### src/hdl/echo_pkg.sv
//~~~~~~~~~~~~~~~~~~~~~~~~~~~~~~~~~~~~~~~~~~~~~~~~~~
// line echo controller definitions
// buffer sizing, line suffix and controller states
//~~~~~~~~~~~~~~~~~~~~~~~~~~~~~~~~~~~~~~~~~~~~~~~~~~
package echo_pkg;

	localparam int BUF_DEPTH = 64;	// bytes per line incl. suffix

	// appended once the line goes quiet
	localparam logic [7:0] SUFFIX_CR = 8'h0D;
	localparam logic [7:0] SUFFIX_LF = 8'h0A;

	// room left for received bytes after the suffix
	localparam int MAX_PAYLOAD = BUF_DEPTH - 2;

	typedef enum logic [1:0] {
		ECHO_IDLE    = 2'd0,	// empty line
		ECHO_COLLECT = 2'd1,	// storing bytes, idle timer running
		ECHO_SEND    = 2'd2,	// replaying buffer to tx
		ECHO_FINISH  = 2'd3
	} echo_state_e;

endpackage

### src/hdl/uart_line_pkg.sv
//~~~~~~~~~~~~~~~~~~~~~~~~~~~~~~~~~~~~~~~~~~~~~~~~~~
// uart serial line format
// frame constants and rx/tx state encodings
//~~~~~~~~~~~~~~~~~~~~~~~~~~~~~~~~~~~~~~~~~~~~~~~~~~
package uart_line_pkg;

	// 8N1 style frame, stop count set per transmitter
	localparam int DATA_BITS = 8;

	localparam logic START_BIT = 1'b0;
	localparam logic STOP_BIT  = 1'b1;	// same level as line idle

	// receiver FSM
	typedef enum logic [1:0] {
		RX_IDLE  = 2'd0,	// waiting for falling edge
		RX_START = 2'd1,	// start bit, checked at mid-bit
		RX_DATA  = 2'd2,
		RX_STOP  = 2'd3
	} rx_state_e;

	// transmitter FSM
	typedef enum logic [1:0] {
		TX_IDLE  = 2'd0,
		TX_START = 2'd1,
		TX_DATA  = 2'd2,	// lsb first
		TX_STOP  = 2'd3		// one or more stop bits
	} tx_state_e;

endpackage
### src/hdl/uart_echo_top.sv
//~~~~~~~~~~~~~~~~~~~~~~~~~~~~~~~~~~~~~~~~~~~~~~~~~~
// uart line echo top level
// receiver, line controller and transmitter
//~~~~~~~~~~~~~~~~~~~~~~~~~~~~~~~~~~~~~~~~~~~~~~~~~~
module uart_echo_top #(
	parameter int CLK_FREQ_HZ  = 50_000_000,
	parameter int BAUD_RATE    = 115_200,
	parameter int TX_STOP_BITS = 2,
	parameter int IDLE_CLKS    = CLK_FREQ_HZ / 1000	// 1 ms quiet
) (
	input  logic       sys_clk,
	input  logic       sys_rst_n,
	input  logic       rx_line,
	output logic       tx_line,
	output logic [7:0] line_len,
	output logic       echo_busy
);

	// rounded to the nearest whole clock
	localparam int CLKS_PER_BIT = (CLK_FREQ_HZ + BAUD_RATE / 2) / BAUD_RATE;

	logic [7:0] rx_data;
	logic       rx_vld;
	logic [7:0] tx_data;
	logic       tx_req;
	logic       tx_done;

	uart_rx #(
		.CLKS_PER_BIT (CLKS_PER_BIT)
	) u_uart_rx (
		.sys_clk   (sys_clk),
		.sys_rst_n (sys_rst_n),
		.rx_line   (rx_line),
		.rx_data   (rx_data),
		.rx_vld    (rx_vld)
	);

	line_echo_ctrl #(
		.IDLE_CLKS (IDLE_CLKS)
	) u_line_echo_ctrl (
		.sys_clk   (sys_clk),
		.sys_rst_n (sys_rst_n),
		.rx_data   (rx_data),
		.rx_vld    (rx_vld),
		.tx_done   (tx_done),
		.tx_data   (tx_data),
		.tx_req    (tx_req),
		.line_len  (line_len),
		.echo_busy (echo_busy)
	);

	uart_tx #(
		.CLKS_PER_BIT (CLKS_PER_BIT),
		.TX_STOP_BITS (TX_STOP_BITS)
	) u_uart_tx (
		.sys_clk   (sys_clk),
		.sys_rst_n (sys_rst_n),
		.tx_data   (tx_data),
		.tx_req    (tx_req),
		.tx_line   (tx_line),
		.tx_done   (tx_done)
	);

endmodule

### src/hdl/line_echo_ctrl.sv
//~~~~~~~~~~~~~~~~~~~~~~~~~~~~~~~~~~~~~~~~~~~~~~~~~~
// line echo controller
// buffers one line, adds CR LF after an idle gap
// and replays the line through the transmitter
//~~~~~~~~~~~~~~~~~~~~~~~~~~~~~~~~~~~~~~~~~~~~~~~~~~
module line_echo_ctrl #(
	parameter int IDLE_CLKS = 50_000
) (
	input  logic       sys_clk,
	input  logic       sys_rst_n,
	input  logic [7:0] rx_data,
	input  logic       rx_vld,
	input  logic       tx_done,
	output logic [7:0] tx_data,
	output logic       tx_req,
	output logic [7:0] line_len,
	output logic       echo_busy
);

	localparam int ADDR_W = $clog2(echo_pkg::BUF_DEPTH);
	localparam int CNT_W  = $clog2(echo_pkg::BUF_DEPTH + 1);
	localparam int IDLE_W = $clog2(IDLE_CLKS + 1);

	localparam logic [CNT_W-1:0]  MAX_CNT  = CNT_W'(echo_pkg::MAX_PAYLOAD);
	localparam logic [IDLE_W-1:0] IDLE_END = IDLE_W'(IDLE_CLKS);

	logic [7:0]            buf_mem [echo_pkg::BUF_DEPTH];
	echo_pkg::echo_state_e state;
	logic [CNT_W-1:0]      wr_cnt;	// bytes in buffer
	logic [CNT_W-1:0]      rd_idx;	// next byte to send
	logic [IDLE_W-1:0]     idle_cnt;
	logic [ADDR_W-1:0]     wr_addr;
	logic                  line_open;
	logic                  byte_take;
	logic                  idle_done;
	logic                  last_sent;

	// idle or finish, an incoming byte opens a fresh line
	assign line_open = (state == echo_pkg::ECHO_IDLE) || (state == echo_pkg::ECHO_FINISH);
	assign byte_take = rx_vld && (line_open ||
		(state == echo_pkg::ECHO_COLLECT && wr_cnt < MAX_CNT));
	assign idle_done = (state == echo_pkg::ECHO_COLLECT) && !rx_vld && (idle_cnt == IDLE_END);
	assign last_sent = (state == echo_pkg::ECHO_SEND) && tx_done && (rd_idx == wr_cnt);
	assign wr_addr   = line_open ? '0 : wr_cnt[ADDR_W-1:0];
	assign echo_busy = (state == echo_pkg::ECHO_SEND);

	always_ff @(posedge sys_clk) begin
		if (byte_take)
			buf_mem[wr_addr] <= rx_data;
		if (idle_done) begin
			buf_mem[wr_addr]               <= echo_pkg::SUFFIX_CR;
			buf_mem[wr_addr + ADDR_W'(1)]  <= echo_pkg::SUFFIX_LF;
		end
	end

	// byte to the transmitter, loaded with each request
	always_ff @(posedge sys_clk) begin
		if (idle_done)
			tx_data <= buf_mem[0];
		else if (state == echo_pkg::ECHO_SEND && tx_done && !last_sent)
			tx_data <= buf_mem[rd_idx[ADDR_W-1:0]];
	end

	always_ff @(posedge sys_clk or negedge sys_rst_n) begin
		if (!sys_rst_n) begin
			state    <= echo_pkg::ECHO_IDLE;
			wr_cnt   <= '0;
			rd_idx   <= '0;
			idle_cnt <= '0;
			tx_req   <= 1'b0;
			line_len <= 8'd0;
		end else begin
			tx_req <= 1'b0;
			case (state)
				echo_pkg::ECHO_IDLE, echo_pkg::ECHO_FINISH: begin
					idle_cnt <= '0;
					rd_idx   <= '0;
					if (byte_take) begin
						wr_cnt <= CNT_W'(1);
						state  <= echo_pkg::ECHO_COLLECT;
					end else begin
						wr_cnt <= '0;	// previous line done
						state  <= echo_pkg::ECHO_IDLE;
					end
				end
				echo_pkg::ECHO_COLLECT: begin
					// any byte on the line restarts the quiet time, kept or not
					if (rx_vld)
						idle_cnt <= '0;
					else if (!idle_done)
						idle_cnt <= idle_cnt + 1'b1;
					if (byte_take)
						wr_cnt <= wr_cnt + 1'b1;
					if (idle_done) begin
						wr_cnt   <= wr_cnt + CNT_W'(2);	// CR LF
						line_len <= 8'(wr_cnt) + 8'd2;
						rd_idx   <= CNT_W'(1);
						tx_req   <= 1'b1;
						state    <= echo_pkg::ECHO_SEND;
					end
				end
				echo_pkg::ECHO_SEND: begin
					if (last_sent)
						state <= echo_pkg::ECHO_FINISH;
					else if (tx_done) begin
						tx_req <= 1'b1;
						rd_idx <= rd_idx + 1'b1;
					end
				end
				default: state <= echo_pkg::ECHO_IDLE;
			endcase
		end
	end

	a_cnt_bound: assert property (@(posedge sys_clk) disable iff (!sys_rst_n)
		wr_cnt <= CNT_W'(echo_pkg::BUF_DEPTH));

	// requests only while replaying, never during collect
	a_req_send: assert property (@(posedge sys_clk) disable iff (!sys_rst_n)
		tx_req |-> state == echo_pkg::ECHO_SEND);

endmodule

### src/hdl/uart_tx.sv
//~~~~~~~~~~~~~~~~~~~~~~~~~~~~~~~~~~~~~~~~~~~~~~~~~~
// uart transmitter
// one byte per request, done in last stop-bit clock
//~~~~~~~~~~~~~~~~~~~~~~~~~~~~~~~~~~~~~~~~~~~~~~~~~~
module uart_tx #(
	parameter int CLKS_PER_BIT = 16,
	parameter int TX_STOP_BITS = 2
) (
	input  logic                                sys_clk,
	input  logic                                sys_rst_n,
	input  logic [uart_line_pkg::DATA_BITS-1:0] tx_data,
	input  logic                                tx_req,
	output logic                                tx_line,
	output logic                                tx_done
);

	localparam int CNT_W  = $clog2(CLKS_PER_BIT);
	localparam int IDX_W  = $clog2(uart_line_pkg::DATA_BITS);
	localparam int STOP_W = $clog2(TX_STOP_BITS + 1);

	localparam logic [CNT_W-1:0]  FULL_BIT  = CNT_W'(CLKS_PER_BIT - 1);
	localparam logic [IDX_W-1:0]  LAST_IDX  = IDX_W'(uart_line_pkg::DATA_BITS - 1);
	localparam logic [STOP_W-1:0] LAST_STOP = STOP_W'(TX_STOP_BITS - 1);

	uart_line_pkg::tx_state_e            state;
	logic [CNT_W-1:0]                    clk_cnt;
	logic [IDX_W-1:0]                    bit_idx;
	logic [STOP_W-1:0]                   stop_idx;
	logic [uart_line_pkg::DATA_BITS-1:0] shift_reg;
	logic                                bit_end;

	assign bit_end = (clk_cnt == FULL_BIT);
	assign tx_done = (state == uart_line_pkg::TX_STOP) && bit_end && (stop_idx == LAST_STOP);

	always_ff @(posedge sys_clk or negedge sys_rst_n) begin
		if (!sys_rst_n) begin
			state    <= uart_line_pkg::TX_IDLE;
			clk_cnt  <= '0;
			bit_idx  <= '0;
			stop_idx <= '0;
			tx_line  <= uart_line_pkg::STOP_BIT;
		end else begin
			clk_cnt <= bit_end ? '0 : clk_cnt + 1'b1;
			case (state)
				uart_line_pkg::TX_IDLE: begin
					clk_cnt  <= '0;
					bit_idx  <= '0;
					stop_idx <= '0;
					tx_line  <= uart_line_pkg::STOP_BIT;
					if (tx_req) begin
						tx_line <= uart_line_pkg::START_BIT;	// start bit from next cycle
						state   <= uart_line_pkg::TX_START;
					end
				end
				uart_line_pkg::TX_START: begin
					if (bit_end) begin
						tx_line <= shift_reg[0];
						state   <= uart_line_pkg::TX_DATA;
					end
				end
				uart_line_pkg::TX_DATA: begin
					if (bit_end) begin
						if (bit_idx == LAST_IDX) begin
							tx_line <= uart_line_pkg::STOP_BIT;
							state   <= uart_line_pkg::TX_STOP;
						end else begin
							tx_line <= shift_reg[1];	// next bit before the shift lands
							bit_idx <= bit_idx + 1'b1;
						end
					end
				end
				uart_line_pkg::TX_STOP: begin
					if (bit_end) begin
						if (stop_idx == LAST_STOP)
							state <= uart_line_pkg::TX_IDLE;
						else
							stop_idx <= stop_idx + 1'b1;
					end
				end
				default: state <= uart_line_pkg::TX_IDLE;
			endcase
		end
	end

	always_ff @(posedge sys_clk) begin
		if (state == uart_line_pkg::TX_IDLE && tx_req)
			shift_reg <= tx_data;
		else if (state == uart_line_pkg::TX_DATA && bit_end)
			shift_reg <= shift_reg >> 1;
	end

	// requester must wait for tx_done before the next byte
	a_req_idle: assert property (@(posedge sys_clk) disable iff (!sys_rst_n)
		tx_req |-> state == uart_line_pkg::TX_IDLE);

endmodule

### src/hdl/uart_rx.sv
//~~~~~~~~~~~~~~~~~~~~~~~~~~~~~~~~~~~~~~~~~~~~~~~~~~
// uart receiver
// mid-bit sampling, start-bit check, stop-bit check
//~~~~~~~~~~~~~~~~~~~~~~~~~~~~~~~~~~~~~~~~~~~~~~~~~~
module uart_rx #(
	parameter int CLKS_PER_BIT = 16
) (
	input  logic                                sys_clk,
	input  logic                                sys_rst_n,
	input  logic                                rx_line,
	output logic [uart_line_pkg::DATA_BITS-1:0] rx_data,
	output logic                                rx_vld
);

	localparam int CNT_W = $clog2(CLKS_PER_BIT);
	localparam int IDX_W = $clog2(uart_line_pkg::DATA_BITS);

	localparam logic [CNT_W-1:0] HALF_BIT = CNT_W'(CLKS_PER_BIT / 2 - 1);
	localparam logic [CNT_W-1:0] FULL_BIT = CNT_W'(CLKS_PER_BIT - 1);
	localparam logic [IDX_W-1:0] LAST_IDX = IDX_W'(uart_line_pkg::DATA_BITS - 1);

	logic [1:0]                          rx_sync;	// pin synchronizer
	logic                                rx_s;
	uart_line_pkg::rx_state_e            state;
	logic [CNT_W-1:0]                    clk_cnt;
	logic [IDX_W-1:0]                    bit_idx;
	logic [uart_line_pkg::DATA_BITS-1:0] shift_reg;

	always_ff @(posedge sys_clk or negedge sys_rst_n) begin
		if (!sys_rst_n)
			rx_sync <= 2'b11;	// line idles high
		else
			rx_sync <= {rx_sync[0], rx_line};
	end

	assign rx_s = rx_sync[1];

	always_ff @(posedge sys_clk or negedge sys_rst_n) begin
		if (!sys_rst_n) begin
			state   <= uart_line_pkg::RX_IDLE;
			clk_cnt <= '0;
			bit_idx <= '0;
			rx_vld  <= 1'b0;
		end else begin
			rx_vld <= 1'b0;
			case (state)
				uart_line_pkg::RX_IDLE: begin
					clk_cnt <= '0;
					bit_idx <= '0;
					if (rx_s == uart_line_pkg::START_BIT)
						state <= uart_line_pkg::RX_START;
				end
				uart_line_pkg::RX_START: begin
					if (clk_cnt == HALF_BIT) begin
						clk_cnt <= '0;
						// a short glitch is back high by mid-bit
						if (rx_s == uart_line_pkg::START_BIT)
							state <= uart_line_pkg::RX_DATA;
						else
							state <= uart_line_pkg::RX_IDLE;
					end else
						clk_cnt <= clk_cnt + 1'b1;
				end
				uart_line_pkg::RX_DATA: begin
					if (clk_cnt == FULL_BIT) begin
						clk_cnt <= '0;
						if (bit_idx == LAST_IDX)
							state <= uart_line_pkg::RX_STOP;
						else
							bit_idx <= bit_idx + 1'b1;
					end else
						clk_cnt <= clk_cnt + 1'b1;
				end
				uart_line_pkg::RX_STOP: begin
					if (clk_cnt == FULL_BIT) begin
						clk_cnt <= '0;
						rx_vld  <= (rx_s == uart_line_pkg::STOP_BIT);	// framing error drops byte
						state   <= uart_line_pkg::RX_IDLE;
					end else
						clk_cnt <= clk_cnt + 1'b1;
				end
				default: state <= uart_line_pkg::RX_IDLE;
			endcase
		end
	end

	// data path, lsb arrives first
	always_ff @(posedge sys_clk) begin
		if (state == uart_line_pkg::RX_DATA && clk_cnt == FULL_BIT)
			shift_reg <= {rx_s, shift_reg[uart_line_pkg::DATA_BITS-1:1]};
		if (state == uart_line_pkg::RX_STOP && clk_cnt == FULL_BIT)
			rx_data <= shift_reg;
	end

	// one frame is far longer than a clock, so pulses never merge
	a_vld_single: assert property (@(posedge sys_clk) disable iff (!sys_rst_n)
		rx_vld |=> !rx_vld);

endmodule

### config.mk
export PLATFORM = sky130hd
export DESIGN_NAME = uart_echo_top
export DESIGN_NICKNAME = d
export VERILOG_FILES = /design/src/hdl/echo_pkg.sv /design/src/hdl/uart_line_pkg.sv /design/src/hdl/uart_echo_top.sv /design/src/hdl/line_echo_ctrl.sv /design/src/hdl/uart_tx.sv /design/src/hdl/uart_rx.sv
export SDC_FILE = /design/constraint.sdc
export NUM_CORES = 1
export LEC_CHECK = 0
export BUFFER_PORTS_ARGS = -buffer_cell sky130_fd_sc_hd__buf_2
export CORE_AREA = 2 2 231 233
export CTS_CLUSTER_DIAMETER = 150
export DETAILED_ROUTE_END_ITERATION = 8
export DIE_AREA = 0 0 233 235
export PLACE_DENSITY = 0.7
export SLEW_MARGIN = 20
export SYNTH_ARGS = -nofsm -noshare
export SYNTH_HDL_FRONTEND = slang
export SYNTH_SLANG_ARGS = --single-unit
### constraint.sdc
create_clock -name sys_clk -period 3.5 [get_ports sys_clk]
set_input_delay 0.175 -clock sys_clk [delete_from_list [all_inputs] [get_ports sys_clk]]
set_output_delay 0.175 -clock sys_clk [all_outputs]
set_load 0.02 [all_outputs]
* Word level (Yosys, flattened, before mapping)
Memories as Yosys holds them, arrays and structs flattened. Index checks and enable logic that the tools add are counted.
Operators by class: $add $sub $neg 11, bitwise operators 1, eq/ne operators 37, reductions and logical operators 40, muxes and demuxes 63, order comparisons 1
Operators by type and width (count):
- two-way mux 8 bit | 5
- two-way mux 9 bit | 4
- two-way mux 7 bit | 5
- two-way mux 16 bit | 2
- two-way mux 2 bit | 16
- one-hot mux 16 bit (2 select lines) | 1
- one-hot mux 9 bit (3 select lines) | 1
- != test 2 x 1 -> 1 bit (second input constant) | 11
- one-hot mux 7 bit (3 select lines) | 1
- adder 9 x 1 -> 9 bit (second input constant) | 2
- equality test 9 bit (second input constant) | 2
- adder 16 x 1 -> 16 bit (second input constant) | 1
- equality test 16 bit (second input constant) | 1
- one-hot mux 2 bit (4 select lines) | 2
- AND reduction 3 bit | 5
- adder 7 x 1 -> 7 bit (second input constant) | 2
- two-way mux 1 bit | 14
- != test 2 bit (second input constant) | 7
- one-hot mux 7 bit (2 select lines) | 1
- logical AND 1 bit | 13
- equality test 2 bit (second input constant) | 6
- two-way mux 3 bit | 4
- one-hot mux 3 bit (2 select lines) | 2
- nonzero test 2 bit | 6
- other kinds (26) | 39
Word-level totals: RAM bits 512, output and inout port bits 10, register bits 107, memories 1
Memory list:
- u_line_echo_ctrl.buf_mem | depth 64, bits a word 8, read ports 2, clocked after memory_dff 0, write ports 2, RTL line line_echo_ctrl.sv:27 | logic [7:0] buf_mem [echo_pkg::BUF_DEPTH];

* Logic depth before layout (Yosys ltp)
depth in word-level cells 9, depth in mapped cells 13

* By module
Synthesis repeated with hierarchy kept, for this count alone.
Unflattened totals: cell total of the unflattened synthesis 2710, area total of the unflattened synthesis 28573.7 µm²
Modules (own cells, without submodules):
- line_echo_ctrl | times used 1, area each 25822.3 µm², cells each 2488
- uart_rx | times used 1, area each 1412.6 µm², cells each 105
- uart_tx | times used 1, area each 1338.8 µm², cells each 117

* Least setup slack after synthesis
OpenSTA, ideal clock, no wires.
path type register -> register, from register u_line_echo_ctrl.state[0], to memory u_line_echo_ctrl.buf_mem[5][0], buffers on the path 2, stages on the path, launching flop included 14, arrival time 2.776 ns, path slack 0.586 ns, period minus slack after synthesis 2.914 ns, cell sequence dfrtp_1 inv_1 ha_1 buf_4 nand2b_1 inv_1 ha_1 nand3_1 xnor2_1 nor2_1 or3_1 buf_4 nor2_1 a211oi_1
RTL lines:
- start, declared | RTL line line_echo_ctrl.sv:28 | echo_pkg::echo_state_e state;
- start signal, assigned | RTL line line_echo_ctrl.sv:66 | state <= echo_pkg::ECHO_IDLE;
- start signal, assigned | RTL line line_echo_ctrl.sv:80 | state <= echo_pkg::ECHO_COLLECT;
- start signal, assigned | RTL line line_echo_ctrl.sv:83 | state <= echo_pkg::ECHO_IDLE;
- end, declared | RTL line line_echo_ctrl.sv:27

==> flow_metrics.env <==
export IMPL_rows=84
export IMPL_ir_drop_mv=0.347
export IMPL_largest_register_ffs=512
export IMPL_setup_viol_count_final=0
export IMPL_outcome="complete, no violations"
export IMPL_root_buffer="clkbuf_16"
export IMPL_reg_top3="u_line_echo_ctrl.buf_mem x512, u_line_echo_ctrl.idle_cnt x16"
export IMPL_wl_per_cell_um=22.6
export IMPL_wl_um=78500
export IMPL_start_util=0.543
export IMPL_vias=21600
export IMPL_final_nets=2759
export IMPL_first_pass_iters=6
export IMPL_pwr_share_clk=0.508
export IMPL_syn_num_nets=2765
export IMPL_cp_data_arrival_time_ps=3740
export IMPL_timing_final_crit_share=0.939
export IMPL_synth_area_top_cells="dfxtp_1 (36%), mux2i_1 (11%), mux4_2 (10%)"
export IMPL_die_area_sq_um=54800
export IMPL_drt_iter0_drc=2143
export IMPL_h_tree_depth=3
export IMPL_drv_slew=0
export IMPL_antenna_found_initial=0
export IMPL_max_slew_worst_pin_slew_ps=1030
export IMPL_setup_tns_ps=0
export IMPL_hp_class="input port to register"
export IMPL_die_w_um=233
export IMPL_required_ps=3960
export IMPL_ys_flop_type="dfxtp_1"
export IMPL_port_buffers=12
export IMPL_yosys_cell_count_top_type="nor2_1"
export IMPL_grt_pass1_vias=21100
export IMPL_yosysTopAreaCellShare=0.362
export IMPL_die_h_um=235
export IMPL_switching_share=0.206
export IMPL_clk_latency_ps=620
export IMPL_synth_avg_cell_area_sq_um=10.3
export IMPL_drive_gt1_frac=0.171
export IMPL_synth_edf_count=32
export IMPL_clk_pin_slew_ps=60
export IMPL_ios=13
export IMPL_max_slew_margin=0.315
export IMPL_ys_seq_area_frac=0.462
export IMPL_ys_types=78
export IMPL_clock_sinks=619
export IMPL_worst_setup_path_end_kind="register"
export IMPL_yosysWarnings=0
export IMPL_grt_overflow=0
export IMPL_core_region_area_sq_um=52200
export IMPL_p_switching_w=0.00300
export IMPL_maxCapViolations=0
export IMPL_synthTopCellsByCount="nor2_1 (544), dfxtp_1 (512), mux2i_1 (322)"
export IMPL_cts_made_buffers=68
export IMPL_startpoint_type="register"
export IMPL_finalHoldViolCount=0
export IMPL_area_growth_pct=11.7
export IMPL_final_area_sq_um=31700
export IMPL_netlist_area_sq_um=28300
export IMPL_synth_top_cell_by_area="dfxtp_1"
export IMPL_n_antenna_cell=0
export IMPL_grt_usage=0.287
export IMPL_globalplace_congestion=0.941
export IMPL_path_class="register to register"
export IMPL_path_max_fanout=10
export IMPL_placed_area_sq_um=29300
export IMPL_syn_instance_count=2740
export IMPL_dpl_hpwl_um=51600
export IMPL_via_per_inst=6.22
export IMPL_synth_seq_cells=619
export IMPL_grt_setup_unrepaired="yes"
export IMPL_skew_ps=33.7
export IMPL_top_register="u_line_echo_ctrl.buf_mem"
export IMPL_cts_tree="done"
export IMPL_grt_max_degree=83
export IMPL_period_minus_slack_ps=3280
export IMPL_route_detailed_drc=0
export IMPL_comb_power_share=0.002
export IMPL_p_per_area_nw_per_um2=459
export IMPL_ys_async_sr_fraction=0.121
export IMPL_pwr_share_seq=0.490
export IMPL_nFillCells=4171
export IMPL_power_leakage_nw=14.7
export IMPL_grt_first_pass_wirelength_um=122000
export IMPL_fmax_mhz=304
export IMPL_cts_buffer_depth=3
export IMPL_power_w=0.0145
export IMPL_internal_power_w=0.0115
export IMPL_ant_nets=0
## metal layers
layer	vias to the layer above	global-route usage	wire, um
li1	9796	-	-
met3	197	0.0559	6840
met2	1032	0.440	35100
met5	-	0	0
met4	0	0.130	3300
met1	10600	0.393	33200
## final cells by class
class / count / area, sq um / area share
multi-input combinational: 1925 / 14400 / 0.455
sequential: 619 / 13100 / 0.414
clock buffer: 99 / 2020 / 0.0638
timing repair buffer: 95 / 876 / 0.0277
tap: 688 / 861 / 0.0272
clock inverter: 26 / 292 / 0.00921
inverter: 25 / 93.8 / 0.00296
## cell families after synthesis
kind of cell / synth area share
buffers and inverters: 0.0309
and+or+nand+nor: 0.167
adders and majority gates: 0.00971
xor gates and xnor gates: 0.0120
AOI/OAI and AO/OA: 0.0994
muxes: 0.219
DFF: 0.462
## cells in the final DEF, fill, tap and decap left out, types with 13 or more instances in the layout
master | Yosys | layout
nor2_1 | 544 | 542
buf_4 | 19 | 67
a21oi_1 | 88 | 88
clkbuf_8 | 0 | 16
a211o_1 | 121 | 121
mux2i_1 | 322 | 322
a211oi_1 | 44 | 44
edfxtp_1 | 32 | 32
clkbuf_1 | 87 | 13
nand3_2 | 46 | 46
nand2_1 | 203 | 203
nor2_4 | 13 | 14
mux4_2 | 126 | 126
o21ai_0 | 40 | 40
o22ai_1 | 20 | 20
mux2_2 | 14 | 14
clkbuf_16 | 0 | 70
dfrtp_1 | 72 | 69
nor2_2 | 25 | 26
xnor2_1 | 18 | 18
a22oi_1 | 14 | 14
inv_1 | 24 | 24
buf_12 | 0 | 13
or3_1 | 14 | 14
nand2b_1 | 16 | 14
nand3_1 | 46 | 46
xor2_1 | 21 | 21
a22o_1 | 16 | 16
dfxtp_1 | 512 | 512
ha_1 | 22 | 22
and3_1 | 29 | 29
## critical path, stage by stage, from the launching register on
cell	delay [ps]
dfrtp_1	370
inv_1	50
ha_1	330
nand2b_1	240
inv_1	110
ha_1	280
nand3_1	130
xnor2_1	260
nor2_1	170
or3_1	610
nor2_1	510
a211oi_1	100
## per-stage QoR
step / std cells / util / hold slack, ps / setup slack, ps
after floorplan: 2740 / - / -121 / 586
after global placement: 3348 / 0.561 / 288 / 299
after detailed placement: 3348 / 0.561 / 282 / 197
after CTS: 3475 / 0.605 / 194 / 177
after global routing: 3477 / 0.606 / 224 / -8.95
final: 3477 / 0.606 / 211 / 215
## power by group through the flow
stage,registers [W],clock network [W],logic [W]
2_1_floorplan,0.00727,0,0.000000596
3_3_place_gp,0.00727,0,0.0000194
3_5_place_dp,0.00727,0,0.0000200
4_1_cts,0.00711,0.00747,0.0000216
5_1_grt,0.00711,0.00776,0.0000295
6_report,0.00711,0.00738,0.0000245
## path summary, 6_finish.rpt
kind | end | slack, ps | from | cells after the start
min in group asynchronous | u_uart_rx.bit_idx[1]$_DFFE_PN0P_ | 510 | sys_rst_n | 3
worst min-delay path | u_uart_rx.rx_sync[0]$_DFF_PN1_ | 210 | rx_line | 2
worst max register to register | u_line_echo_ctrl.buf_mem[1][0]$_SDFFE_PP0P_ | 220 | u_line_echo_ctrl.state[0]$_DFFE_PN0P_ | 11
worst min register to register | u_uart_rx.rx_sync[1]$_DFF_PN1_ | 350 | u_uart_rx.rx_sync[0]$_DFF_PN1_ | 0
worst max-delay path | u_line_echo_ctrl.buf_mem[1][0]$_SDFFE_PP0P_ | 220 | u_line_echo_ctrl.state[0]$_DFFE_PN0P_ | 11
max in group asynchronous | u_uart_tx.tx_line$_DFFE_PN1P_ | 2380 | sys_rst_n | 4
## what timing repair did
action / 4_1_cts / 5_1_grt
hold buffers: 2 / 1
hold endpoints to repair: 73 / 14
setup endpoints to repair: 0 / 11
resized for setup: 0 / 1
setup buffers: 0 / 0
No activity file was read; power rests on OpenSTA's default activity.
